[config.mk]
export PLATFORM = sky130hd
export DESIGN_NAME = exec_mem
export DESIGN_NICKNAME = d
export VERILOG_FILES = /design/src/hw/cpu_isa_pkg.sv /design/src/hw/cpu_pipe_pkg.sv /design/src/hw/exec_mem.sv
export SDC_FILE = /design/constraint.sdc
export NUM_CORES = 2
export LEC_CHECK = 0
export ABC_AREA = 1
export BUFFER_PORTS_ARGS = -buffer_cell sky130_fd_sc_hd__buf_2
export CAP_MARGIN = 20
export CORE_MARGIN = 1
export CORE_UTILIZATION = 45
export CTS_CLUSTER_DIAMETER = 120
export DETAILED_ROUTE_END_ITERATION = 16
export PLACE_DENSITY_LB_ADDON = 0.05
export SYNTH_ARGS = -nofsm -noshare
export SYNTH_HDL_FRONTEND = slang
export SYNTH_SLANG_ARGS = --single-unit
[constraint.sdc]
create_clock -name CLK -period 5.1 [get_ports CLK]
set_input_delay 0.51 -clock CLK [delete_from_list [all_inputs] [get_ports CLK]]
set_output_delay 0.51 -clock CLK [all_outputs]
set_load 0.005 [all_outputs]
[src/hw/cpu_isa_pkg.sv]
package cpu_isa_pkg;

	// ************************************************************
	// Word and field types.
	// ************************************************************

	typedef logic [31:0]        word_t;
	typedef logic [3:0]         reg_idx_t;
	typedef logic [5:0]         imem_addr_t;
	typedef logic [5:0]         dmem_addr_t;
	typedef logic signed [15:0] imm_t;

	// Z in bit 1, N in bit 0.
	typedef logic [1:0] flags_t;

	localparam int FLAG_Z = 1;
	localparam int FLAG_N = 0;

	localparam int NUM_REGS   = 16;
	localparam int IMEM_DEPTH = 64;
	localparam int DMEM_DEPTH = 64;

	typedef enum logic [3:0] {
		OP_ADD  = 4'd0,
		OP_SUB  = 4'd1,
		OP_AND  = 4'd2,
		OP_OR   = 4'd3,
		OP_XOR  = 4'd4,
		OP_ADDI = 4'd5,
		OP_LD   = 4'd6,
		OP_ST   = 4'd7,
		OP_CMP  = 4'd8,
		OP_BZ   = 4'd9,
		OP_BNZ  = 4'd10,
		OP_HALT = 4'd11
	} opcode_t;

	// Instruction layout, op | rd | rs1 | rs2 | imm.
	localparam int OP_MSB  = 31;
	localparam int OP_LSB  = 28;
	localparam int RD_MSB  = 27;
	localparam int RD_LSB  = 24;
	localparam int RS1_MSB = 23;
	localparam int RS1_LSB = 20;
	localparam int RS2_MSB = 19;
	localparam int RS2_LSB = 16;
	localparam int IMM_MSB = 15;
	localparam int IMM_LSB = 0;

endpackage
[src/hw/cpu_pipe_pkg.sv]
package cpu_pipe_pkg;

	import cpu_isa_pkg::*;

	// ************************************************************
	// Pipeline registers.
	// ************************************************************

	// Decoded instruction with its operands, IF/ID to EX/MEM.
	typedef struct packed {
		logic       valid;
		opcode_t    op;
		reg_idx_t   rd;
		reg_idx_t   rs1;
		reg_idx_t   rs2;
		word_t      rs1_data;
		word_t      rs2_data;
		word_t      imm;
		imem_addr_t pc;
	} ifid_exmem_t;

	// Retired instruction, EX/MEM to WB.
	typedef struct packed {
		logic       valid;
		logic       wr_reg;
		reg_idx_t   rd;
		word_t      result;
		logic       store;
		dmem_addr_t st_addr;
		word_t      st_data;
		logic       halt;
	} exmem_wb_t;

	typedef enum logic [1:0] {
		LOAD,
		RUN,
		DONE
	} fetch_state_t;

endpackage

[src/hw/exec_mem.sv]
`timescale 1ns/1ps

module exec_mem
	import cpu_isa_pkg::*;
	import cpu_pipe_pkg::*;
(
	input  logic        CLK,
	input  logic        arst_n,
	input  ifid_exmem_t ifid,
	output logic        redirect,
	output imem_addr_t  redirect_pc,
	output exmem_wb_t   wb
);

	word_t      dmem [DMEM_DEPTH];
	flags_t     flags;

	word_t      op_a;
	word_t      op_b;
	word_t      addr_sum;
	word_t      cmp_diff;
	word_t      alu_res;
	dmem_addr_t mem_addr;
	logic       writes_reg;
	logic       taken;

	// ************************************************************
	// Operand forwarding from the WB register.
	// ************************************************************

	assign op_a = (wb.valid && wb.wr_reg && wb.rd == ifid.rs1) ? wb.result : ifid.rs1_data;
	assign op_b = (wb.valid && wb.wr_reg && wb.rd == ifid.rs2) ? wb.result : ifid.rs2_data;

	assign addr_sum = op_a + ifid.imm;
	assign mem_addr = addr_sum[$bits(dmem_addr_t)-1:0];
	assign cmp_diff = op_a - op_b;

	always_comb begin
		case (ifid.op)
			OP_ADD:  alu_res = op_a + op_b;
			OP_SUB:  alu_res = cmp_diff;
			OP_AND:  alu_res = op_a & op_b;
			OP_OR:   alu_res = op_a | op_b;
			OP_XOR:  alu_res = op_a ^ op_b;
			OP_ADDI: alu_res = addr_sum;
			OP_LD:   alu_res = dmem[mem_addr];
			default: alu_res = '0;
		endcase
	end

	assign writes_reg = ifid.op inside {OP_ADD, OP_SUB, OP_AND, OP_OR, OP_XOR, OP_ADDI, OP_LD};

	// Flags set by CMP, read by the next branch.
	always_ff @(posedge CLK or negedge arst_n) begin
		if (!arst_n) begin
			flags <= '0;
		end else if (ifid.valid && ifid.op == OP_CMP) begin
			flags[FLAG_Z] <= (cmp_diff == '0);
			flags[FLAG_N] <= cmp_diff[31];
		end
	end

	always_comb begin
		case (ifid.op)
			OP_BZ:   taken = flags[FLAG_Z];
			OP_BNZ:  taken = !flags[FLAG_Z];
			default: taken = 1'b0;
		endcase
	end

	assign redirect    = ifid.valid && taken;
	assign redirect_pc = ifid.pc + ifid.imm[$bits(imem_addr_t)-1:0];

	// ************************************************************
	// Data memory and WB register.
	// ************************************************************

	always_ff @(posedge CLK or negedge arst_n) begin
		if (!arst_n) begin
			for (int i = 0; i < DMEM_DEPTH; i++) begin
				dmem[i] <= '0;
			end
		end else if (ifid.valid && ifid.op == OP_ST) begin
			dmem[mem_addr] <= op_b;
		end
	end

	always_ff @(posedge CLK or negedge arst_n) begin
		if (!arst_n) begin
			wb <= '0;
		end else begin
			wb.valid   <= ifid.valid;
			wb.wr_reg  <= writes_reg;
			wb.rd      <= ifid.rd;
			wb.result  <= alu_res;
			wb.store   <= (ifid.op == OP_ST);
			wb.st_addr <= mem_addr;
			wb.st_data <= op_b;
			// Sticky, it marks the end of the program.
			wb.halt    <= wb.halt || (ifid.valid && ifid.op == OP_HALT);
		end
	end

endmodule

Word-level counts from Yosys, hierarchy flattened
Index checks and enable logic that the tools add are counted.

word-level totals
  input bits = 121
  flip-flop bits (word level) = 2128
  logic and storage cells = 119
  output and inout port bits = 85

cells by class
  bitwise logic cells = 4
  magnitude comparators = 2
  multiplexer cells = 10
  reduce and logical (&&, ||, !) cells = 13
  add/subtract/negate cells = 4
  eq/ne operators = 13

operator list
  operator            count
  $bwmux 2048         1
  $pmux 32 s7         1
  $bmux 32 s6         1
  $demux 32 s6        1
  $mux 32             5
  $add 32x32->32      2
  $and 32x32->32      1
  $logic_not 32->1    1
  $or 32x32->32       1
  $sub 32x32->32      1
  $xor 32x32->32      1
  $eq 4x3->1 const B  4
  $eq 4x4->1 const B  4
  $eq 4x2->1 const B  2
  $eq 4x4->1          2
  $logic_and 1x1->1   8
  $ge 7x7->1 const B  1
  $lt 7x1->1 const B  1
  $not 6->7           1
  $reduce_bool 7->1   1
  $add 6x6->6         1
  $eq 4x1->1 const B  1
  $logic_not 4->1     1
  $pmux 1 s2          1
  other kinds (2)     2

Longest topological paths before layout
  word-level depth = 10
  gate-level depth with buffers = 29
  gate-level depth less buffers = 27

Worst setup path before layout
OpenSTA, ideal clock, no wires.

  path type = in2reg
  from = input port ifid[108] in the netlist's numbering
  to = register wb[41] in the netlist's numbering
  required time = 4.969 ns
  setup time = 0.131 ns
  data arrival time = 4.142 ns
  setup slack = 0.826 ns
  path buffers = 6
  stages = 19
  cell sequence = or2_2 > a21oi_1 > nand2_1 > clkbuf_1 > o21ai_0 > fa_1 > buf_2 > inv_1 > buf_2 > buf_2 > clkbuf_1 > clkbuf_1 > o21ai_0 > a21oi_1 > o21ai_0 > a21oi_1 > o21ai_0 > nand3_1 > nand2_1

on the way
  longest elaborated chain between the ends = 9
  elaborated cells on any way between the ends = 14
  classes of those cells = add/sub: 3; eq/ne: 1; mux: 5; bitwise: 4; reduce/logical: 1

RTL lines
  element                                     RTL line        text
  start: declaration                          exec_mem.sv:9   input ifid_exmem_t ifid,
  $eq 4x4->1 (*)                              exec_mem.sv:31  assign op_a = (wb.valid && wb.wr_reg && wb.rd == ifid.rs1) ? wb.result : ifid.rs1_data;
  $logic_and 1x1->1 (*)                       exec_mem.sv:31
  $mux 32 (*)                                 exec_mem.sv:31
  $add 32x32->32 (*)                          exec_mem.sv:34  assign addr_sum = op_a + ifid.imm;
  via addr_sum[1]                             exec_mem.sv:20  word_t addr_sum;
  $not 6->7 (implied by the code)             exec_mem.sv:46  OP_LD: alu_res = dmem[mem_addr];
  $bmux 32 s6                                 exec_mem.sv:46
  $mux 32 (implied by the code) (2 in a row)  exec_mem.sv:46
  $pmux 32 s7 (*)                             exec_mem.sv:39  case (ifid.op)
  via alu_res[1]                              exec_mem.sv:22  word_t alu_res;
  end: declaration                            exec_mem.sv:12  output exmem_wb_t wb

The timed path passes the listed nets; every way through them passes the cells marked *. The select of a mux whose other input is x is not followed.
A chain may end at the register's enable or synchronous reset.

Worst setup path after layout
  from = register wb[72] in the netlist's numbering
  to = register wb[56] in the netlist's numbering

on the way
  longest elaborated chain between the ends = 9
  elaborated cells on any way between the ends = 17
  classes of those cells = add/sub: 3; eq/ne: 2; mux: 6; bitwise: 4; reduce/logical: 2

RTL lines
  element                                     RTL line
  $eq 4x4->1                                  exec_mem.sv:31
  $logic_and 1x1->1                           exec_mem.sv:31
  $mux 32                                     exec_mem.sv:31
  $add 32x32->32                              exec_mem.sv:34
  $not 6->7 (implied by the code)             exec_mem.sv:46
  $bmux 32 s6                                 exec_mem.sv:46
  $mux 32 (implied by the code) (2 in a row)  exec_mem.sv:46
  $pmux 32 s7 (*)                             exec_mem.sv:39
  via alu_res[16]                             exec_mem.sv:22

Marks and branches as above.

==> results.tsv <==
metric	value	unit
relSlewSlack	16.9	%
power.leakage	58.2	nW
core	228000	sq um
synth_flop_cell	dfrtp_1	
grt_max_degree	169	
nets	13744	
clk_path_buf_depth	3	
start_util	45.5	%
synth_nets	13579	
grt_use_met3	5.21	%
io_buffers	205	
drv_slew	0	
synth_area	104000	sq um
grt_util_met1	51.5	%
max-cap-violations	0	
clockRootBuffer	clkbuf_16	
drt_iter0_markers	10719	
cp.arrival	5.87	ns
place_congestion	0.955	
antenna_found_initial	24	
crit_type	reg2reg	
wl_per_cell	25.0	microns
worst_setup_path_end_kind	flip-flop	
crit_path_max_fanout	20	
tns	0	ns
post-route-period-util	99.8	%
drc	0	
n_fill_cell	21670	
yosysSeqAreaShare	51.3	%
wl	417	mm
drtPass1Iterations	7	
gr-usage-all-layers	35.7	%
fp-row-count	175	
area_growth	17.3	%
syn_inst	13318	
hold_path_class	in2reg	
die_w	482	microns
synth_edf_count	0	
max_freq	196	MHz
hpwlAfterDp	270	mm
grt-busiest-layer	met2	
startpoint_type	flip-flop	
outcome	complete, no violations	
async_flop_share	100	%
skew	0.0581	ns
finalCriticalPeriod	5.09	ns
crit_slowest_cell	ha_1	
insertion_delay	0.90	ns
detail-route-antenna-nets	0	
cts_buffers	230	
power-per-cell-area	376	nW/um^2
drt-vias-per-instance	5.72	
irDropWorstVdd	0.345	mV
drive_gt1_share	12.6	%
grt_use_met2	54.2	%
multi_input_area	45400	sq um
path_common_cell	nand2_1	
die_area	232000	sq um
syn_avg_cell_area	7.79	sq um
yosysUniqueCellTypes	48	
fin_hold_ws	0.0805	ns
synth-warning-count	0	
fp.dieH	482	microns
finalHoldViolations	0	
grt_pass1_vias	91753	
grt_pass1_wl	618	mm
cts_tree	done	
ios	206	
seq_area	53200	sq um
cts.sinks	2127	
vias	95512	
path_cells	inv_1 > or2_2 > nand2_1 > nor2_1 > nand2_2 > buf_12 > buf_4 > buf_4 > nand2_1 > o21ai_0 > ha_1 > a21oi_1 > o21ai_0 > a21oi_1 > o21ai_0 > buf_4 > nand2_1 > nand2_1 > o21ai_0 > a21oi_1 > nor2_1 > buf_4 > nand2_1	
rsz0062_at_grt	yes	
worst_slew_pin_slew	1.25	ns
path_delay_family	compound AO/OA/AOI/OAI gates	
crit_buf_inv	6	
synth-seq-cells	2127	
setup_viol	0	
overflow	0	
cp_data_required_time	5.88	ns
crit_path_max_incr_delay	0.45	ns
clk_pin_slew	0.06	ns
htree_levels	4	
[repair_timing]
action                                  CTS  global route
cloned                                    0             2
gates resized for setup                  13            23
setup buffers                             0             5
endpoints found under the setup margin    6           233
pin swaps                                 0             6
hold endpoints to repair                 67             0
hold buffers                             19             0
[logic make-up (layout without fill, tap and decap cells)]
logic type      Yosys count  count (layout)  synth area share (%)
simple gates           5663            5664                  21.5
xor+xnor                 25              25                 0.247
buf+inv                1430            1790                  5.34
other cells               0               8                     0
fa+ha+maj               140             140                  1.72
compound gates         3849            3849                  19.0
mux                      84              84                 0.810
flops                  2127            2127                  51.3
[report_power, final]
group          internal (W)  switching, W  leakage, nW
Clock                0.0101       0.00739         3.93
Sequential           0.0175      0.000418         29.5
Combinational       0.00336       0.00694         24.7
[tightest hold or removal path: stages]
cell and delay (ns):
buf_2 0.08, inv_1 0.04, nand2_1 0.10, o21ai_4 0.08, inv_1 0.09
[cell usage after synthesis (all sizes together) (84+ instances only)]
cell	number	share of area [%]
buf	204	0.90
mux2i	84	0.81
nand2	3370	12
a21oi	503	2.4
ha	136	1.6
o21ai	3148	15
dfrtp	2127	51
nor2	1875	6.9
nand3	127	0.62
clkbuf	856	3.1
inv	369	1.3
or2	205	1.2
a22oi	94	0.68
[placed cells by master, fill, tap and decap left out, drive strengths merged, types with 19 or more instances in the layout]
cell type / instances
a21oi: 503
a22oi: 94
buf: 972
clkbuf: 339
clkinv: 60
dfrtp: 2127
dlygate4sd3: 19
ha: 136
inv: 379
mux2i: 84
nand2: 3370
nand3: 128
nand4: 43
nor2: 1875
nor3: 24
o21a: 37
o21ai: 3148
o22ai: 24
or2: 205
[final timing paths]
check | from | endpoint | slack [ns] | cells past startpoint
max in group asynchronous | arst_n | dmem[327] | 3.28 | 3
min | ifid[66] | wb[29] | 0.08 | 5
min reg2reg | dmem[1653] | dmem[1653] | 0.48 | 2
max reg2reg | wb[72] | wb[56] | 0.009 | 23
min in group asynchronous | arst_n | dmem[965] | 0.24 | 2
max | wb[72] | wb[56] | 0.009 | 23
[layout make-up]
class                      count  share of cell area [%]
multi-input combinational   9762                    37.3
inverter                     370                    1.16
sequential                  2127                    43.7
tap                         3009                    3.09
clock buffer                 338                    5.58
antenna                        8                  0.0164
clock inverter                90                   0.932
timing repair buffer         992                    8.20
[metal layers]
metal	share of wire [%]	wire, microns
met5	0.010	43
met4	4.2	17400
met3	7.9	33100
met2	44	182000
met1	44	184000
[state kept, by name, indices dropped and copies added, names as in the netlist]
name / cells
wb: 78
dmem: 2048
flags: 1
[per-stage QoR]
step           setup slack [ns]  std cells  total power (W)  cell area (sq um)  utilization [%]
6_report                0.00914      16696           0.0458             122000             53.4
5_1_grt                -0.00430      16691           0.0475             122000             53.3
4_1_cts                 -0.0267      16681           0.0458             122000             53.3
3_5_place_dp             -0.485      16234           0.0282             113000             49.7
3_3_place_gp             -0.488      16233           0.0282             113000             49.7
2_1_floorplan             0.826      13318           0.0230             104000                -
Note: power is estimated with default switching activity, not from simulation.
