==> src/hw/cpu_isa_pkg.sv <==
package cpu_isa_pkg;

	// ************************************************************
	// Word and field types.
	// ************************************************************

	typedef logic [31:0]        word_t;
	typedef logic [3:0]         reg_idx_t;
	typedef logic [5:0]         imem_addr_t;
	typedef logic [5:0]         dmem_addr_t;
	typedef logic signed [15:0] imm_t;

	// Z in bit 1, N in bit 0.
	typedef logic [1:0] flags_t;

	localparam int FLAG_Z = 1;
	localparam int FLAG_N = 0;

	localparam int NUM_REGS   = 16;
	localparam int IMEM_DEPTH = 64;
	localparam int DMEM_DEPTH = 64;

	typedef enum logic [3:0] {
		OP_ADD  = 4'd0,
		OP_SUB  = 4'd1,
		OP_AND  = 4'd2,
		OP_OR   = 4'd3,
		OP_XOR  = 4'd4,
		OP_ADDI = 4'd5,
		OP_LD   = 4'd6,
		OP_ST   = 4'd7,
		OP_CMP  = 4'd8,
		OP_BZ   = 4'd9,
		OP_BNZ  = 4'd10,
		OP_HALT = 4'd11
	} opcode_t;

	// Instruction layout, op | rd | rs1 | rs2 | imm.
	localparam int OP_MSB  = 31;
	localparam int OP_LSB  = 28;
	localparam int RD_MSB  = 27;
	localparam int RD_LSB  = 24;
	localparam int RS1_MSB = 23;
	localparam int RS1_LSB = 20;
	localparam int RS2_MSB = 19;
	localparam int RS2_LSB = 16;
	localparam int IMM_MSB = 15;
	localparam int IMM_LSB = 0;

endpackage
==> src/hw/cpu_pipe_pkg.sv <==
package cpu_pipe_pkg;

	import cpu_isa_pkg::*;

	// ************************************************************
	// Pipeline registers.
	// ************************************************************

	// Decoded instruction with its operands, IF/ID to EX/MEM.
	typedef struct packed {
		logic       valid;
		opcode_t    op;
		reg_idx_t   rd;
		reg_idx_t   rs1;
		reg_idx_t   rs2;
		word_t      rs1_data;
		word_t      rs2_data;
		word_t      imm;
		imem_addr_t pc;
	} ifid_exmem_t;

	// Retired instruction, EX/MEM to WB.
	typedef struct packed {
		logic       valid;
		logic       wr_reg;
		reg_idx_t   rd;
		word_t      result;
		logic       store;
		dmem_addr_t st_addr;
		word_t      st_data;
		logic       halt;
	} exmem_wb_t;

	typedef enum logic [1:0] {
		LOAD,
		RUN,
		DONE
	} fetch_state_t;

endpackage

==> src/hw/instr_fetch.sv <==
`timescale 1ns/1ps

module instr_fetch
	import cpu_isa_pkg::*;
	import cpu_pipe_pkg::*;
(
	input  logic        CLK,
	input  logic        arst_n,
	input  logic        run,
	input  logic        im_we,
	input  word_t       im_data,
	input  logic        redirect,
	input  imem_addr_t  redirect_pc,
	output reg_idx_t    rd_idx_a,
	output reg_idx_t    rd_idx_b,
	input  word_t       rd_data_a,
	input  word_t       rd_data_b,
	output ifid_exmem_t ifid
);

	word_t        imem [IMEM_DEPTH];
	imem_addr_t   load_addr;
	imem_addr_t   pc;
	fetch_state_t state;

	word_t    instr;
	opcode_t  op;
	imm_t     imm;
	word_t    imm_ext;
	logic     load_we;
	logic     slot_valid;

	assign load_we = im_we && (state == LOAD);

	// Program loading, one word per strobe.
	always_ff @(posedge CLK) begin
		if (load_we) begin
			imem[load_addr] <= im_data;
		end
	end

	always_ff @(posedge CLK or negedge arst_n) begin
		if (!arst_n) begin
			load_addr <= '0;
		end else if (load_we) begin
			load_addr <= load_addr + imem_addr_t'(1);
		end
	end

	// ************************************************************
	// Fetch and decode.
	// ************************************************************

	assign instr    = imem[pc];
	assign op       = opcode_t'(instr[OP_MSB:OP_LSB]);
	assign rd_idx_a = instr[RS1_MSB:RS1_LSB];
	assign rd_idx_b = instr[RS2_MSB:RS2_LSB];
	assign imm      = instr[IMM_MSB:IMM_LSB];
	assign imm_ext  = {{16{imm[15]}}, imm};

	// A redirect flushes whatever is fetched in the same cycle.
	assign slot_valid = (state == RUN) && !redirect;

	always_ff @(posedge CLK or negedge arst_n) begin
		if (!arst_n) begin
			state <= LOAD;
			pc    <= '0;
		end else begin
			case (state)
				LOAD: begin
					if (run) begin
						state <= RUN;
						pc    <= '0;
					end
				end
				RUN: begin
					if (redirect) begin
						pc <= redirect_pc;
					end else begin
						pc <= pc + imem_addr_t'(1);
						if (op == OP_HALT) begin
							state <= DONE;
						end
					end
				end
				default: begin
					state <= DONE;
				end
			endcase
		end
	end

	always_ff @(posedge CLK or negedge arst_n) begin
		if (!arst_n) begin
			ifid <= '0;
		end else begin
			ifid.valid    <= slot_valid;
			ifid.op       <= op;
			ifid.rd       <= instr[RD_MSB:RD_LSB];
			ifid.rs1      <= rd_idx_a;
			ifid.rs2      <= rd_idx_b;
			ifid.rs1_data <= rd_data_a;
			ifid.rs2_data <= rd_data_b;
			ifid.imm      <= imm_ext;
			ifid.pc       <= pc;
		end
	end

endmodule

==> config.mk <==
export PLATFORM = sky130hd
export DESIGN_NAME = instr_fetch
export DESIGN_NICKNAME = d
export VERILOG_FILES = /design/src/hw/cpu_isa_pkg.sv /design/src/hw/cpu_pipe_pkg.sv /design/src/hw/instr_fetch.sv
export SDC_FILE = /design/constraint.sdc
export NUM_CORES = 2
export LEC_CHECK = 0
export BUFFER_PORTS_ARGS = -buffer_cell sky130_fd_sc_hd__buf_2
export CAP_MARGIN = 20
export CORE_UTILIZATION = 66
export CTS_CLUSTER_DIAMETER = 40
export DETAILED_ROUTE_END_ITERATION = 10
export PLACE_DENSITY = 0.85
export SYNTH_ARGS = -nofsm -noshare
export SYNTH_HDL_FRONTEND = slang
export SYNTH_SLANG_ARGS = --single-unit
==> constraint.sdc <==
create_clock -name CLK -period 10.07 [get_ports CLK]
set_clock_uncertainty 0.2 [all_clocks]
set_input_delay 1.5105 -clock CLK [delete_from_list [all_inputs] [get_ports CLK]]
set_output_delay 1.5105 -clock CLK [all_outputs]
set_load 0.005 [all_outputs]
# After elaboration in Yosys (flattened, before gate mapping)
# Memories as Yosys holds them, arrays and structs flattened.
# Index checks and enable logic that the tools add are counted.
totals:
  register_bits: 117
  ram_bits: 2048
  input_bits: 107
  out_inout_bits: 127
  wordCells: 36
  memories: 1
op_classes:
  addsub: 2
  eq_ne: 5
  n_mux: 9
  n_reduce_logical: 7
memory_table:
  columns: ["memory", "words", "word_bits", "read_ports", "rd_ports_with_merged_regs", "write_ports", "line_no", "text"]
  rows:
  - ["imem", 64, 32, 1, 0, 1, "instr_fetch.sv:21", "word_t imem [IMEM_DEPTH];"]
op_table:
  columns: ["op", "n"]
  rows:
  - ["$add 6x1->6 const B", 2]
  - ["$mux 6", 2]
  - ["$pmux 6 s2", 1]
  - ["$mux 2", 3]
  - ["$eq 4x4->1 const B", 1]
  - ["$ne 2x2->1 const B", 2]
  - ["$pmux 2 s2", 1]
  - ["$reduce_and 3->1", 1]
  - ["$eq 2x1->1 const B", 1]
  - ["$logic_and 1x1->1", 2]
  - ["$logic_not 2->1", 1]
  - ["$mux 1", 2]
  - ["$ne 2x1->1 const B", 1]
  - ["$reduce_and 2->1", 1]
  - ["$reduce_bool 2->1", 1]
  - ["$logic_not 1->1", 1]

# Longest topological paths before layout
# An unclocked memory read counts as a cell.
depth:
  depth_word: 5
  ltp_mapped: 11
  ltp_nobuf: 6

# Worst setup path after synthesis
# No wires, ideal clock.
synth_timing:
  path_kind: "input port to flip-flop"
  from: "in im_we"
  to: "mem imem[63][0] in the netlist's numbering, enable pin"
  setup_time_ns: 0.421
  arrival_time_ns: 3.900
  required_ns: 9.449
  path_slack_ns: 5.549
  cell_stages: 5
  path_buffers: 1
  cell_sequence: "nor3b_1 and2_1 nand3_1 clkbuf_1 nor2_1"
synth_via:
  elab_chain_len: 3
synth_rtl:
  columns: ["item", "line_no", "text"]
  rows:
  - ["start: declaration", "instr_fetch.sv:10", "input logic im_we,"]
  - ["$logic_and 1x1->1", "instr_fetch.sv:33", "assign load_we = im_we && (state == LOAD);"]
  - ["$mux 1", "instr_fetch.sv:37", "if (load_we) begin"]
  - ["$mux 1 (not written as such)", "instr_fetch.sv:38", "imem[load_addr] <= im_data;"]
  - ["end: declaration", "instr_fetch.sv:21", null]
# Every way passes these cells.

# Worst setup path in the final report
layout_timing:
  from: "reg pc[0]"
  to: "out rd_idx_a[3]"
layout_via:
  elab_chain_len: 1
layout_rtl:
  columns: ["item", "line_no", "text"]
  rows:
  - ["start: declaration", "instr_fetch.sv:23", "imem_addr_t pc;"]
  - ["start signal: assignment", "instr_fetch.sv:78", "pc <= redirect_pc;"]
  - ["start signal: assignment", "instr_fetch.sv:80", "pc <= pc + imem_addr_t'(1);"]
  - ["$mem_v2 64x32", null, null]
  - ["end: declaration", "instr_fetch.sv:14", "output reg_idx_t rd_idx_a,"]
# Every way passes these cells.

==> impl_metrics.yaml <==
yosys:
  synthAdderAreaFrac_pct: 0.03076
  synth-compound-area-share_pct: 0.6291
  syn_area_um2: 81350
  synthArstFlopShare_pct: 5.404
  synth_edf_count: 2048
  syn_nets: 3377
  synth-xor-area-share_pct: 0.04307
  synthMuxAreaShare_pct: 18.06
  postSynthRegisterBits: 2165
  synth_ff_type: "edfxtp_1"
  yosysWarnings: 0
  seq_area_frac_synth_pct: 79.20
  synthSimpleGateAreaFrac_pct: 0.8905
  synth_top_family_by_area: "multiplexers"
  ys_types: 51
  synth_area_per_cell_um2: 24.89
  syn-instance-count: 3268
clock_network:
  ctsRootBufferMaster: "clkbuf_16"
  cts_setup_buffers: 0
  hold_buffers: 0
  clk_path_buf_depth: 3
  cts_buffers: 214
  cts_tree: "built"
  htreeDepth: 4
  cts_resized: 0
  insertion_delay_ns: 0.88
  cts_sinks: 2165
  clk_pin_slew_ns: 0.06
drt:
  route.detailed.drc: 0
  wl_per_cell_um: 47.00
  dr.first_iter.drc_count: 8460
  drt-total-wl_um: 256500
  viasPerCell: 7.782
  firstDrtPassIters: 6
  ant_nets: 0
  vias: 42475
grt:
  grt_overflow: 0
  grt_first_pass_wirelength_um: 346700
  grt_start_max_net_pins: 122
  antenna_found_initial: 26
  grt_util_all_layers_pct: 41.68
  grt_pass1_vias: 43034
setup_path:
  critical_path_required_ns: 8.36
  path_max_fanout: 50
  r2r-start: "pc[0]$_DFFE_PN0P_"
  crit_path_start_kind: "flip-flop"
  r2r_slack_ns: 4.26
  crit_arrival_ns: 4.87
  reg2reg_depth: 6
  worstSetupEndpointType: "output port"
  worstSetupPathType: "flip-flop to output port"
  r2r-end: "ifid[13]$_DFF_PN0_"
place:
  portBuffers: 233
  gp_congestion: 0.8273
  dp_slack_ns: 4.378
  dp_hpwl_um: 121600
cells_and_area:
  layout-drive-gt1-share_pct: 36.70
  nNetsFinal: 3740
  area_growth_pct: 13.47
  fillers: 5657
pwr:
  switching_share_pct: 28.86
  p_int_w: 0.01702
  ir_worst_vdd_mv: 0.3149
  p_seq_share_pct: 43.6
  leakage_nw: 28.88
  p_sw_w: 0.006904
  pwr-share-comb_pct: 22.1
  clockPowerShare_pct: 34.3
  cellPowerDensity_nw_per_um2: 259.2
timing:
  period_share_pct: 65.33
  drv_slew: 0
  hold_violations: 0
  max_slew_margin_pct: 16.49
  max_freq_mhz: 152.0
  fin_setup_tns_ns: 0
  worstMarginPinSlew_ns: 1.250
  worst_slack_ns: 3.492
  finalSetupViolCount: 0
  min_period_ns: 6.578
  rsz0062_at_grt: "false"
floorplan:
  design.core.area_um2: 122000
  rows: 128
  initial_core_util_pct: 66.66
  dieArea_um2: 124700
  fp.dieW_um: 353.1
  die-height_um: 353.1
  num_io_pins: 234
min_path:
  holdCritPathClass: "primary input to asynchronous set/reset pin"
outcome:
  status: "completed"
job:
  drv_cap: 0
[layout by cell type (no fill, tap or decap), types with 27 or more instances in the layout]
cell,netlist,final
clkinv_1,1,27
buf_2,57,232
clkbuf_1,60,39
buf_4,29,89
dfrtp_1,117,112
clkbuf_16,0,217
clkinv_2,0,37
mux4_2,632,632
nor2_4,0,64
edfxtp_1,2048,2048
[through the flow]
step / hold WS, ns / utilization (%) / instances / total power [W] / instance area [um2]
final: 0.3832 / 75.64 / 5458 / 0.02392 / 92300
after CTS: 0.3746 / 75.36 / 5428 / 0.02375 / 91970
after floorplan: 0.1487 / - / 3268 / 0.01384 / 81350
after detailed placement: 0.3655 / 69.53 / 5026 / 0.01550 / 84860
after global routing: 0.4121 / 75.62 / 5449 / 0.02431 / 92280
after global placement: 0.3118 / 69.53 / 5026 / 0.01526 / 84860
[critical path, stage by stage (launching register included)]
cell	delay [ns]
dfrtp_4	1.13
buf_4	0.91
mux4_2	0.66
mux4_2	0.54
mux4_2	0.53
buf_2	0.16
[state kept, by name (all words and copies together), names as in the netlist]
name       cells
state          2
ifid         103
load_addr      6
pc             6
imem        2048
[final cells by class]
| cell class | count | area (um2) | area share [%] |
|---|---|---|---|
| antenna | 16 | 40.04 | 0.04338 |
| multi-input combinational | 907 | 16460 | 17.84 |
| inverter | 4 | 15.01 | 0.01627 |
| sequential | 2165 | 64440 | 69.82 |
| tap | 1625 | 2033 | 2.203 |
| timing repair buffer | 339 | 2198 | 2.382 |
| clock inverter | 138 | 1423 | 1.541 |
| clock buffer | 264 | 5687 | 6.161 |
[worst max path at each step]
stage                             to  depth (start not counted)  slack (ns)         startpoint
2_1_floorplan  imem[63][0]$_DFFE_PP_                          5        5.55              im_we
3_3_place_gp             rd_idx_a[2]                          5        4.52  pc[0]$_DFFE_PN0P_
3_5_place_dp      ifid[11]$_DFF_PN0_                          6        4.38  pc[0]$_DFFE_PN0P_
4_1_cts                  rd_idx_a[3]                          5        3.45  pc[0]$_DFFE_PN0P_
5_1_grt                  rd_idx_a[3]                          5        3.39  pc[0]$_DFFE_PN0P_
6_report                 rd_idx_a[3]                          5        3.49  pc[0]$_DFFE_PN0P_
[routing by layer]
| metal | vias up | global-route usage (%) | part of all wire, % |
|---|---|---|---|
| met1 | 21475 | 50.30 | 29 |
| li1 | 14837 | - | - |
| met2 | 4852 | 64.27 | 47 |
| met4 | 26 | 28.42 | 8.3 |
| met3 | 1285 | 14.38 | 15 |
| met5 | - | 0.1132 | 0.065 |
[power by group through the flow]
| stage | Combinational, W | Clock [W] | Sequential [W] |
|---|---|---|---|
| 2_1_floorplan | 0.00350 | 0 | 0.0103 |
| 3_3_place_gp | 0.00469 | 0 | 0.0106 |
| 3_5_place_dp | 0.00491 | 0 | 0.0106 |
| 4_1_cts | 0.00515 | 0.00818 | 0.0104 |
| 5_1_grt | 0.00536 | 0.00851 | 0.0104 |
| 6_report | 0.00528 | 0.00820 | 0.0104 |
[cells in the mapped netlist (all sizes together), types with 3 or more instances]
master,count,area [um2]
nor3b,5,37.54
buf,132,698.2
nor2,76,285.3
a2111oi,4,35.03
inv,3,11.26
a22oi,9,67.56
a31oi,7,43.79
nand3b,4,30.03
nand4,4,25.02
a21oi,10,50.05
or3,5,31.28
dfrtp,117,2928
nor4,3,18.77
mux4,632,14230
edfxtp,2048,61500
a22o,5,43.79
o211ai,3,22.52
mux2,19,214.0
a211oi,3,22.52
xnor2,3,26.28
o21ai,11,55.05
nand3,10,50.05
mux2i,24,240.2
a221oi,3,26.28
nand2,23,86.33
o221ai,4,35.03
clkbuf,60,225.2
nor2b,13,81.33
[kinds of logic (layout without fill, tap and decap cells)]
| family | Yosys count | in the layout |
|---|---|---|
| adders and majority gates | 2 | 2 |
| AOI/OAI and AO/OA | 72 | 72 |
| DFF | 2165 | 2165 |
| other | 0 | 16 |
| and+or+nand+nor | 154 | 154 |
| buffers and inverters | 196 | 745 |
| muxes | 675 | 675 |
| xor gates and xnor gates | 4 | 4 |
Power figures use the tool's default switching activity.
