`config.mk`:
```
export PLATFORM = sky130hd
export DESIGN_NAME = reg_bank
export DESIGN_NICKNAME = d
export VERILOG_FILES = /design/src/hw/cpu_isa_pkg.sv /design/src/hw/reg_bank.sv
export SDC_FILE = /design/constraint.sdc
export NUM_CORES = 1
export LEC_CHECK = 0
export BUFFER_PORTS_ARGS = -buffer_cell sky130_fd_sc_hd__buf_4
export CORE_AREA = 5 5 234 236
export CTS_BUF_LIST = sky130_fd_sc_hd__clkbuf_4
export CTS_CLUSTER_SIZE = 10
export DETAILED_ROUTE_END_ITERATION = 6
export DIE_AREA = 0 0 239 241
export GPL_TIMING_DRIVEN = 0
export PLACE_DENSITY = 0.67
export SYNTH_ARGS = -nofsm -noshare
export SYNTH_HDL_FRONTEND = slang
export SYNTH_SLANG_ARGS = --single-unit
```
`constraint.sdc`:
```
create_clock -name CLK -period 3.6 [get_ports CLK]
set_clock_uncertainty 0.05 [all_clocks]
set_input_delay 0.36 -clock CLK [delete_from_list [all_inputs] [get_ports CLK]]
set_output_delay 0.36 -clock CLK [all_outputs]
set_load 0.05 [all_outputs]
```
`src/hw/cpu_isa_pkg.sv`:
```
package cpu_isa_pkg;

	// ************************************************************
	// Word and field types.
	// ************************************************************

	typedef logic [31:0]        word_t;
	typedef logic [3:0]         reg_idx_t;
	typedef logic [5:0]         imem_addr_t;
	typedef logic [5:0]         dmem_addr_t;
	typedef logic signed [15:0] imm_t;

	// Z in bit 1, N in bit 0.
	typedef logic [1:0] flags_t;

	localparam int FLAG_Z = 1;
	localparam int FLAG_N = 0;

	localparam int NUM_REGS   = 16;
	localparam int IMEM_DEPTH = 64;
	localparam int DMEM_DEPTH = 64;

	typedef enum logic [3:0] {
		OP_ADD  = 4'd0,
		OP_SUB  = 4'd1,
		OP_AND  = 4'd2,
		OP_OR   = 4'd3,
		OP_XOR  = 4'd4,
		OP_ADDI = 4'd5,
		OP_LD   = 4'd6,
		OP_ST   = 4'd7,
		OP_CMP  = 4'd8,
		OP_BZ   = 4'd9,
		OP_BNZ  = 4'd10,
		OP_HALT = 4'd11
	} opcode_t;

	// Instruction layout, op | rd | rs1 | rs2 | imm.
	localparam int OP_MSB  = 31;
	localparam int OP_LSB  = 28;
	localparam int RD_MSB  = 27;
	localparam int RD_LSB  = 24;
	localparam int RS1_MSB = 23;
	localparam int RS1_LSB = 20;
	localparam int RS2_MSB = 19;
	localparam int RS2_LSB = 16;
	localparam int IMM_MSB = 15;
	localparam int IMM_LSB = 0;

endpackage
```
`src/hw/reg_bank.sv`:
```
`timescale 1ns/1ps

module reg_bank
	import cpu_isa_pkg::*;
(
	input  logic     CLK,
	input  logic     arst_n,
	input  reg_idx_t rd_idx_a,
	input  reg_idx_t rd_idx_b,
	output word_t    rd_data_a,
	output word_t    rd_data_b,
	input  logic     wr_en,
	input  reg_idx_t wr_idx,
	input  word_t    wr_data
);

	word_t regs [NUM_REGS];

	always_ff @(posedge CLK or negedge arst_n) begin
		if (!arst_n) begin
			for (int i = 0; i < NUM_REGS; i++) begin
				regs[i] <= '0;
			end
		end else if (wr_en) begin
			regs[wr_idx] <= wr_data;
		end
	end

	// Write-through, so a same-cycle read sees the new value.
	assign rd_data_a = (wr_en && wr_idx == rd_idx_a) ? wr_data : regs[rd_idx_a];
	assign rd_data_b = (wr_en && wr_idx == rd_idx_b) ? wr_data : regs[rd_idx_b];

endmodule

```
Word-level counts from Yosys, hierarchy flattened

Index checks and enable logic that the tools add are counted.

Bitwise operators: 3
Order comparisons: 4
Reductions and logical operators: 3
Equality and inequality tests: 2
Muxes and demuxes: 11

Operators with widths:

| operator             | count |
|---|---|
| $bwmux W512          | 1 |
| $bmux W32 S4         | 2 |
| $mux W32             | 7 |
| $demux W32 S4        | 1 |
| $ge A5 B5 Y1 const B | 3 |
| $not A4 Y5           | 3 |
| $eq A4 B4 Y1         | 2 |
| $lt A5 B1 Y1 const B | 1 |
| $logic_and A1 B1 Y1  | 3 |

Register bits: 512
Output and inout bits: 64
Input port bits: 47
Word-level logic and storage cells: 39

Longest topological paths before layout

Gate-level depths: netlist of run 1.

Depth after elaboration: 6
Gate-level depth with buffers: 7
Gate-level depth less buffers: 4

Least setup slack after synthesis of run 1

Ideal clock, no wire load.

Path kind: input to output
Start: in rd_idx_a[0]
End: out rd_data_a[23]
Slack: 1.165 ns
Required time: 3.190 ns
Cell stages on the path: 6
Path buffers: 2
Arrival time: 2.025 ns
Cells stage by stage: buf_2 -> buf_2 -> mux4_2 -> a22oi_1 -> nand2_1 -> mux2_2

Word-level cells in the longest chain between the ends: 5
Elaborated cells on any way between the ends: 7
Those cells by class: 1 x eq/ne; 4 x mux; 1 x bitwise; 1 x reduce/logical

Ends and longest elaborated chain:

| what                                         | line           | text |
|---|---|---|
| start, declared                              | reg_bank.sv:8  | `input reg_idx_t rd_idx_a,` |
| $not A4 Y5 (implied by the code)             | reg_bank.sv:30 | `assign rd_data_a = (wr_en && wr_idx == rd_idx_a) ? wr_data : regs[rd_idx_a];` |
| $bmux W32 S4                                 | reg_bank.sv:30 |  |
| $mux W32 (implied by the code) (2 in series) | reg_bank.sv:30 |  |
| $mux W32 (*)                                 | reg_bank.sv:30 |  |
| end, declared                                | reg_bank.sv:10 | `output word_t rd_data_a,` |

Every way passes the cells marked *; elsewhere a longest branch is shown, timed or not. The select of a mux whose other input is x is not followed.

Worst setup path after layout of run 1

Start: in rd_idx_b[1]
End: out rd_data_b[25]

Word-level cells in the longest chain between the ends: 5
Elaborated cells on any way between the ends: 7
Those cells by class: 1 x eq/ne; 4 x mux; 1 x bitwise; 1 x reduce/logical

Ends and longest elaborated chain:

| what                                         | line           | text |
|---|---|---|
| start, declared                              | reg_bank.sv:9  | `input reg_idx_t rd_idx_b,` |
| $not A4 Y5 (implied by the code)             | reg_bank.sv:31 | `assign rd_data_b = (wr_en && wr_idx == rd_idx_b) ? wr_data : regs[rd_idx_b];` |
| $bmux W32 S4                                 | reg_bank.sv:31 |  |
| $mux W32 (implied by the code) (2 in series) | reg_bank.sv:31 |  |
| $mux W32 (*)                                 | reg_bank.sv:31 |  |
| end, declared                                | reg_bank.sv:11 | `output word_t rd_data_b,` |

Marks and branches as above.

==> results of run 1 <==
-- critical path, cell delays in order --
cell      delay [ns]
buf_2           0.26
buf_2           0.36
clkbuf_1        0.76
mux4_2          0.43
a22oi_1         0.33
nand2_1         0.11
mux2_2          0.27
buf_4           0.19
-- cells in the mapped netlist (4+ instances only) --
cell / instances / share of area (%)
nor3_1: 4 / 0.073
mux2_2: 575 / 24
buf_4: 5 / 0.14
nand3_1: 4 / 0.073
xor2_1: 6 / 0.19
nand2_1: 72 / 0.99
clkbuf_1: 79 / 1.1
buf_1: 12 / 0.16
nor2b_1: 5 / 0.11
mux4_2: 258 / 21
buf_2: 79 / 1.4
dfrtp_1: 512 / 47
a22oi_1: 124 / 3.4
nor2_1: 10 / 0.14
-- worst max-delay path by stage --
stage	cells past startpoint	to	start
2_1_floorplan	6	rd_data_a[23]	rd_idx_a[0]
3_3_place_gp	1	regs[390]	arst_n
3_5_place_dp	8	rd_data_a[25]	rd_idx_a[1]
4_1_cts	7	rd_data_a[30]	wr_idx[3]
5_1_grt	8	rd_data_b[25]	rd_idx_b[1]
6_report	8	rd_data_b[25]	rd_idx_b[1]
-- layer usage --
layer	vias to the layer above	wire, um	global-route usage, %
met5	-	8	0
met3	219	6904	8.810
met1	9740	32970	38.70
met2	870	38770	45.15
li1	7561	-	-
met4	2	3485	12.87
-- logic make-up (layout without fill, tap and decap cells) --
kind of cell | count (synthesis) | count (layout) | share of synthesized area, %
muxes | 834 | 834 | 44.98
DFF | 512 | 512 | 46.87
buffers and inverters | 175 | 584 | 2.833
AOI/OAI and AO/OA | 124 | 124 | 3.405
and+or+nand+nor | 103 | 103 | 1.657
xor gates and xnor gates | 8 | 8 | 0.2563
other | 0 | 8 | 0
-- report_power, final --
group	internal [W]	switching [W]
clock	0.00319	0.00255
combinational	0.00282	0.00234
sequential	0.00711	0.000965
total	0.0131	0.00586
-- timing repair --
action | in CTS | in global routing
hold buffers | 43 | 0
setup endpoints to repair | 0 | 8
hold endpoints to repair | 675 | 0
gates resized for setup | 0 | 2
-- cell type report --
type                    instances  share of cell area (%)
clock buffers                 225                   5.357
repair buffers                150                   4.246
clock inverters                34                  0.8570
flip-flops and latches        512                   40.63
well taps                     688                   2.730
plain buffers                 175                   2.456
multi-input cells            1069                   43.66
diodes                          8                 0.06348
-- through the flow --
stage | total power, W | hold slack, ns | area (sq um)
2_1_floorplan | 0.01170 | 0.01441 | 27340
3_3_place_gp | 0.01296 | 0.4460 | 28970
3_5_place_dp | 0.01324 | 0.3267 | 29090
4_1_cts | 0.01907 | 0.01389 | 31500
5_1_grt | 0.01991 | 0.09976 | 31530
6_report | 0.01898 | 0.1308 | 31530
==> impl_metrics.toml, run 1 <==
[finish]
reg_top3 = "regs (512)"
largest_reg_flops = 512
fillers = 4060
multiInputGateArea_sq_um = 13770
fin_cells = 2861
seqCellArea_sq_um = 12810
area_delta_synth_final_pct = 15.35
nets = 2099
final_common_cell = "mux2_2"
drive_above_1_share_pct = 58.66
regMostFlops = "regs"
final_cell_mix = "mux2_2, dfrtp_1, mux4_2"
fin_util_pct = 60.37

[setup_path]
critPathRequiredTime_ns = 3.19
endpoint_kind = "output port"
cp.arrival_ns = 3.10
crit_type = "in -> out"
rr_worst_depth = 2
start_kind = "primary input"
r2r-start = "regs[223]"
crit_fanout = 10
regToRegEndpoint = "regs[223]"
ff2ff_setup_slack_ns = 2.21

[sta]
setup_violations = 0
fin_crit_ns = 3.508
setup_slack_ns = 0.09241
slew_viol_final = 0
rsz0062_at_grt = "false"
finalHoldViolCount = 0
fmax_mhz = 285.1
tns_ns = 0
slew_headroom_pct = 24.61
tightest_slew_ns = 1.131
fin_crit_sh_pct = 97.43

[logic_synthesis]
ys_async_sr_fraction_pct = 100.0
synth_ff_type = "dfrtp_1"
seq_area_frac_synth_pct = 46.87
syn_area_sq_um = 27340
yosysWarnings = 0
syn_avg_cell_area_sq_um = 15.57
ys_types = 22
syn_nets = 1803
synth-seq-cells = 512
synth-edff-count = 0
syn_inst = 1756

[place]
port_buffers = 103
dp.final_hpwl_um = 54170
gp_congestion = 0.9100
dp_cells = 2551
dpl_worst_slack_ns = 0.2261

[clock_network]
cts.sinks = 512
numCtsBuffers = 144
clk_pin_slew_ns = 0.07
htree_levels = 4
post_cts_buffers = 0
clock_tree.buffer_depth = 3
cts_tree = "yes"
clock-root-buffer = "clkbuf_4"
clk_latency_ns = 0.98

[global_route]
grt_pass1_wl_um = 124000
grt.overflow.total = 0
antenna_found_initial = 5
track_usage_pct = 29.16
grt_pass1_vias = 19731
grt_max_degree = 122

[pwr]
p_leak_nw = 13.42
peakVddDrop_v = 0.0004628
powerDensity_nw_per_um2 = 601.8

[route]
vias = 18392
vias_per_cell = 6.429
remaining_drc_errors = 0
ant_nets = 0
drt_iter0_markers = 1390
drt-pass1-iter-count = 5
wl_per_cell_um = 28.71
wirelength_um = 82150

[die]
start_util_pct = 52.34
die-area_sq_um = 57600
ios = 111
rows = 84
core_area_sq_um = 52240
die_x_um = 239
die_h_um = 241

[flow_run]
drv_cap = 0

[hold_path]
hold_path_class = "in -> reg"
hold_depth = 4
hold_start = "wr_idx[1]"
whs_endpoint = "regs[160]"

[status]
run_status = "completed"
(Power assumes the default switching activity.)
==> run 2: changes to the inputs <==
--- a/config.mk
+++ b/config.mk
@@ -13,6 +13,7 @@
 export DIE_AREA = 0 0 239 241
 export GPL_TIMING_DRIVEN = 0
 export PLACE_DENSITY = 0.67
+export RECOVER_POWER = 50
 export SYNTH_ARGS = -nofsm -noshare
 export SYNTH_HDL_FRONTEND = slang
 export SYNTH_SLANG_ARGS = --single-unit
==> run 2 against run 1 <==
The flow now finishes with violations (max-capacitance violations, max-slew violations). Utilization is 0.17 points lower. Cell count hardly changed. Sequential power hardly changed. Largest cell class unchanged. Maximum frequency is 0.13% lower. Die area stayed put. Sequential cell count stayed put. Combinational power hardly changed.
==> impl_metrics.toml, run 2 (synthesized netlist as in run 1, its figures left out) <==
[global_route]
grt.overflow.total = 0
grt_max_degree = 122
antenna_found_initial = 5
track_usage_pct = 29.16
grt_pass1_vias = 19731
grt_pass1_wl_um = 124000

[finish]
drive_above_1_share_pct = 57.92
final_cell_mix = "mux2_2, dfrtp_1, mux4_2"
nets = 2099
fillers = 4081
design_area_sq_um = 31440
regMostFlops = "regs"
final_common_cell = "mux2_2"
largest_reg_flops = 512
fin_cells = 2862
multiInputGateArea_sq_um = 13760
seqCellArea_sq_um = 12810
area_delta_synth_final_pct = 15.02
reg_top3 = "regs (512)"

[setup_path]
crit_chain = "buf_2, buf_2, clkbuf_1, mux4_2, a22oi_1, nand2_1, mux2_2, buf_4"
cpMaxStageDelayCell = "clkbuf_1"
cp.arrival_ns = 3.10
endpoint_kind = "output port"
crit_path_frequent_cell = "buf_2"
critPathRequiredTime_ns = 3.19
slowest_delay_ns = 0.76
start_kind = "primary input"
crit_family = "buffers and inverters"
crit_buf_inv = 4
crit_type = "in -> out"
crit_fanout = 10

[place]
gp_congestion = 0.9100
place_area_sq_um = 29090
port_buffers = 103
dp_cells = 2551
dpl_worst_slack_ns = 0.2261
dp.final_hpwl_um = 54170

[clock_network]
cts.sinks = 512
clock_tree.buffer_depth = 3
clock-root-buffer = "clkbuf_4"
cts_tree = "yes"
numCtsBuffers = 144
clk_pin_slew_ns = 0.07
htree_levels = 4
clk_latency_ns = 0.97

[sta]
fin_crit_ns = 3.512
fmax_mhz = 284.7
tightest_slew_ns = 1.917
slew_headroom_pct = -27.80
rsz0062_at_grt = "false"
tns_ns = 0
setup_slack_ns = 0.08779
slew_viol_final = 197
setup_violations = 0
finalHoldViolCount = 0
fin_crit_sh_pct = 97.56

[route]
ant_nets = 0
remaining_drc_errors = 0
wl_per_cell_um = 28.72
vias_per_cell = 6.432
vias = 18409
drt_iter0_markers = 1527
wirelength_um = 82200
drt-pass1-iter-count = 5

[pwr]
power_w = 0.01897
peakVddDrop_v = 0.0004623
p_leak_nw = 13.37
powerDensity_nw_per_um2 = 603.3

[status]
violations = "max-capacitance violations, max-slew violations"
run_status = "finished with violations"

[die]
die_x_um = 239
die-area_sq_um = 57600
rows = 84
core_area_sq_um = 52240
start_util_pct = 52.34
die_h_um = 241
ios = 111

[flow_run]
drv_cap = 2

[hold_path]
hold_path_class = "in -> reg"
-- run 2: report_power, final --
| part | internal (W) | switching [W] |
|---|---|---|
| clock | 0.00319 | 0.00255 |
| combinational | 0.00281 | 0.00234 |
| sequential | 0.00711 | 0.000965 |
-- run 2: cell type report --
type	instances	area share, %
multi-input cells	1069	43.77
flip-flops and latches	512	40.75
clock inverters	34	0.8595
plain buffers	175	2.407
clock buffers	225	5.372
repair buffers	150	4.035
well taps	688	2.738
diodes	9	0.07163
-- run 2: metrics by stage --
stage | hold slack, ns | utilization, %
after CTS | 0.01389 | 60.30
after global placement | 0.4460 | 55.46
final | 0.1598 | 60.19
after floorplan | 0.01441 | -
after detailed placement | 0.3267 | 55.69
after global routing | 0.1012 | 60.19
-- run 2: what timing repair did --
| action | 4_1_cts | 5_1_grt |
|---|---|---|
| hold buffers | 43 | 0 |
| setup buffers | 0 | 0 |
| endpoints found under the hold margin | 675 | 0 |
| gates resized for setup | 0 | 2 |
| setup endpoints to repair | 0 | 8 |
-- run 2: worst reg2reg max path: stages (launching register included) --
cell           delay (ns)
dfrtp_1              0.41
mux2_2               0.27
dlygate4sd3_1        0.56
-- run 2: worst paths after layout --
kind	startpoint	endpoint	slack (ns)	depth (start not counted)
min reg2reg	regs[37]	regs[37]	0.47	1
min	wr_idx[1]	regs[160]	0.16	4
max	rd_idx_b[1]	rd_data_b[25]	0.09	8
max reg2reg	regs[223]	regs[223]	2.20	2
min in group asynchronous	arst_n	regs[89]	1.09	4
max in group asynchronous	arst_n	regs[484]	0.58	6
-- run 2: layer usage --
metal	part of all wire, %	up-vias	global-route usage [%]
li1	-	7559	-
met1	40	9786	38.70
met2	47	846	45.15
met3	8.4	216	8.810
met4	4.2	2	12.87
met5	0.0085	-	0
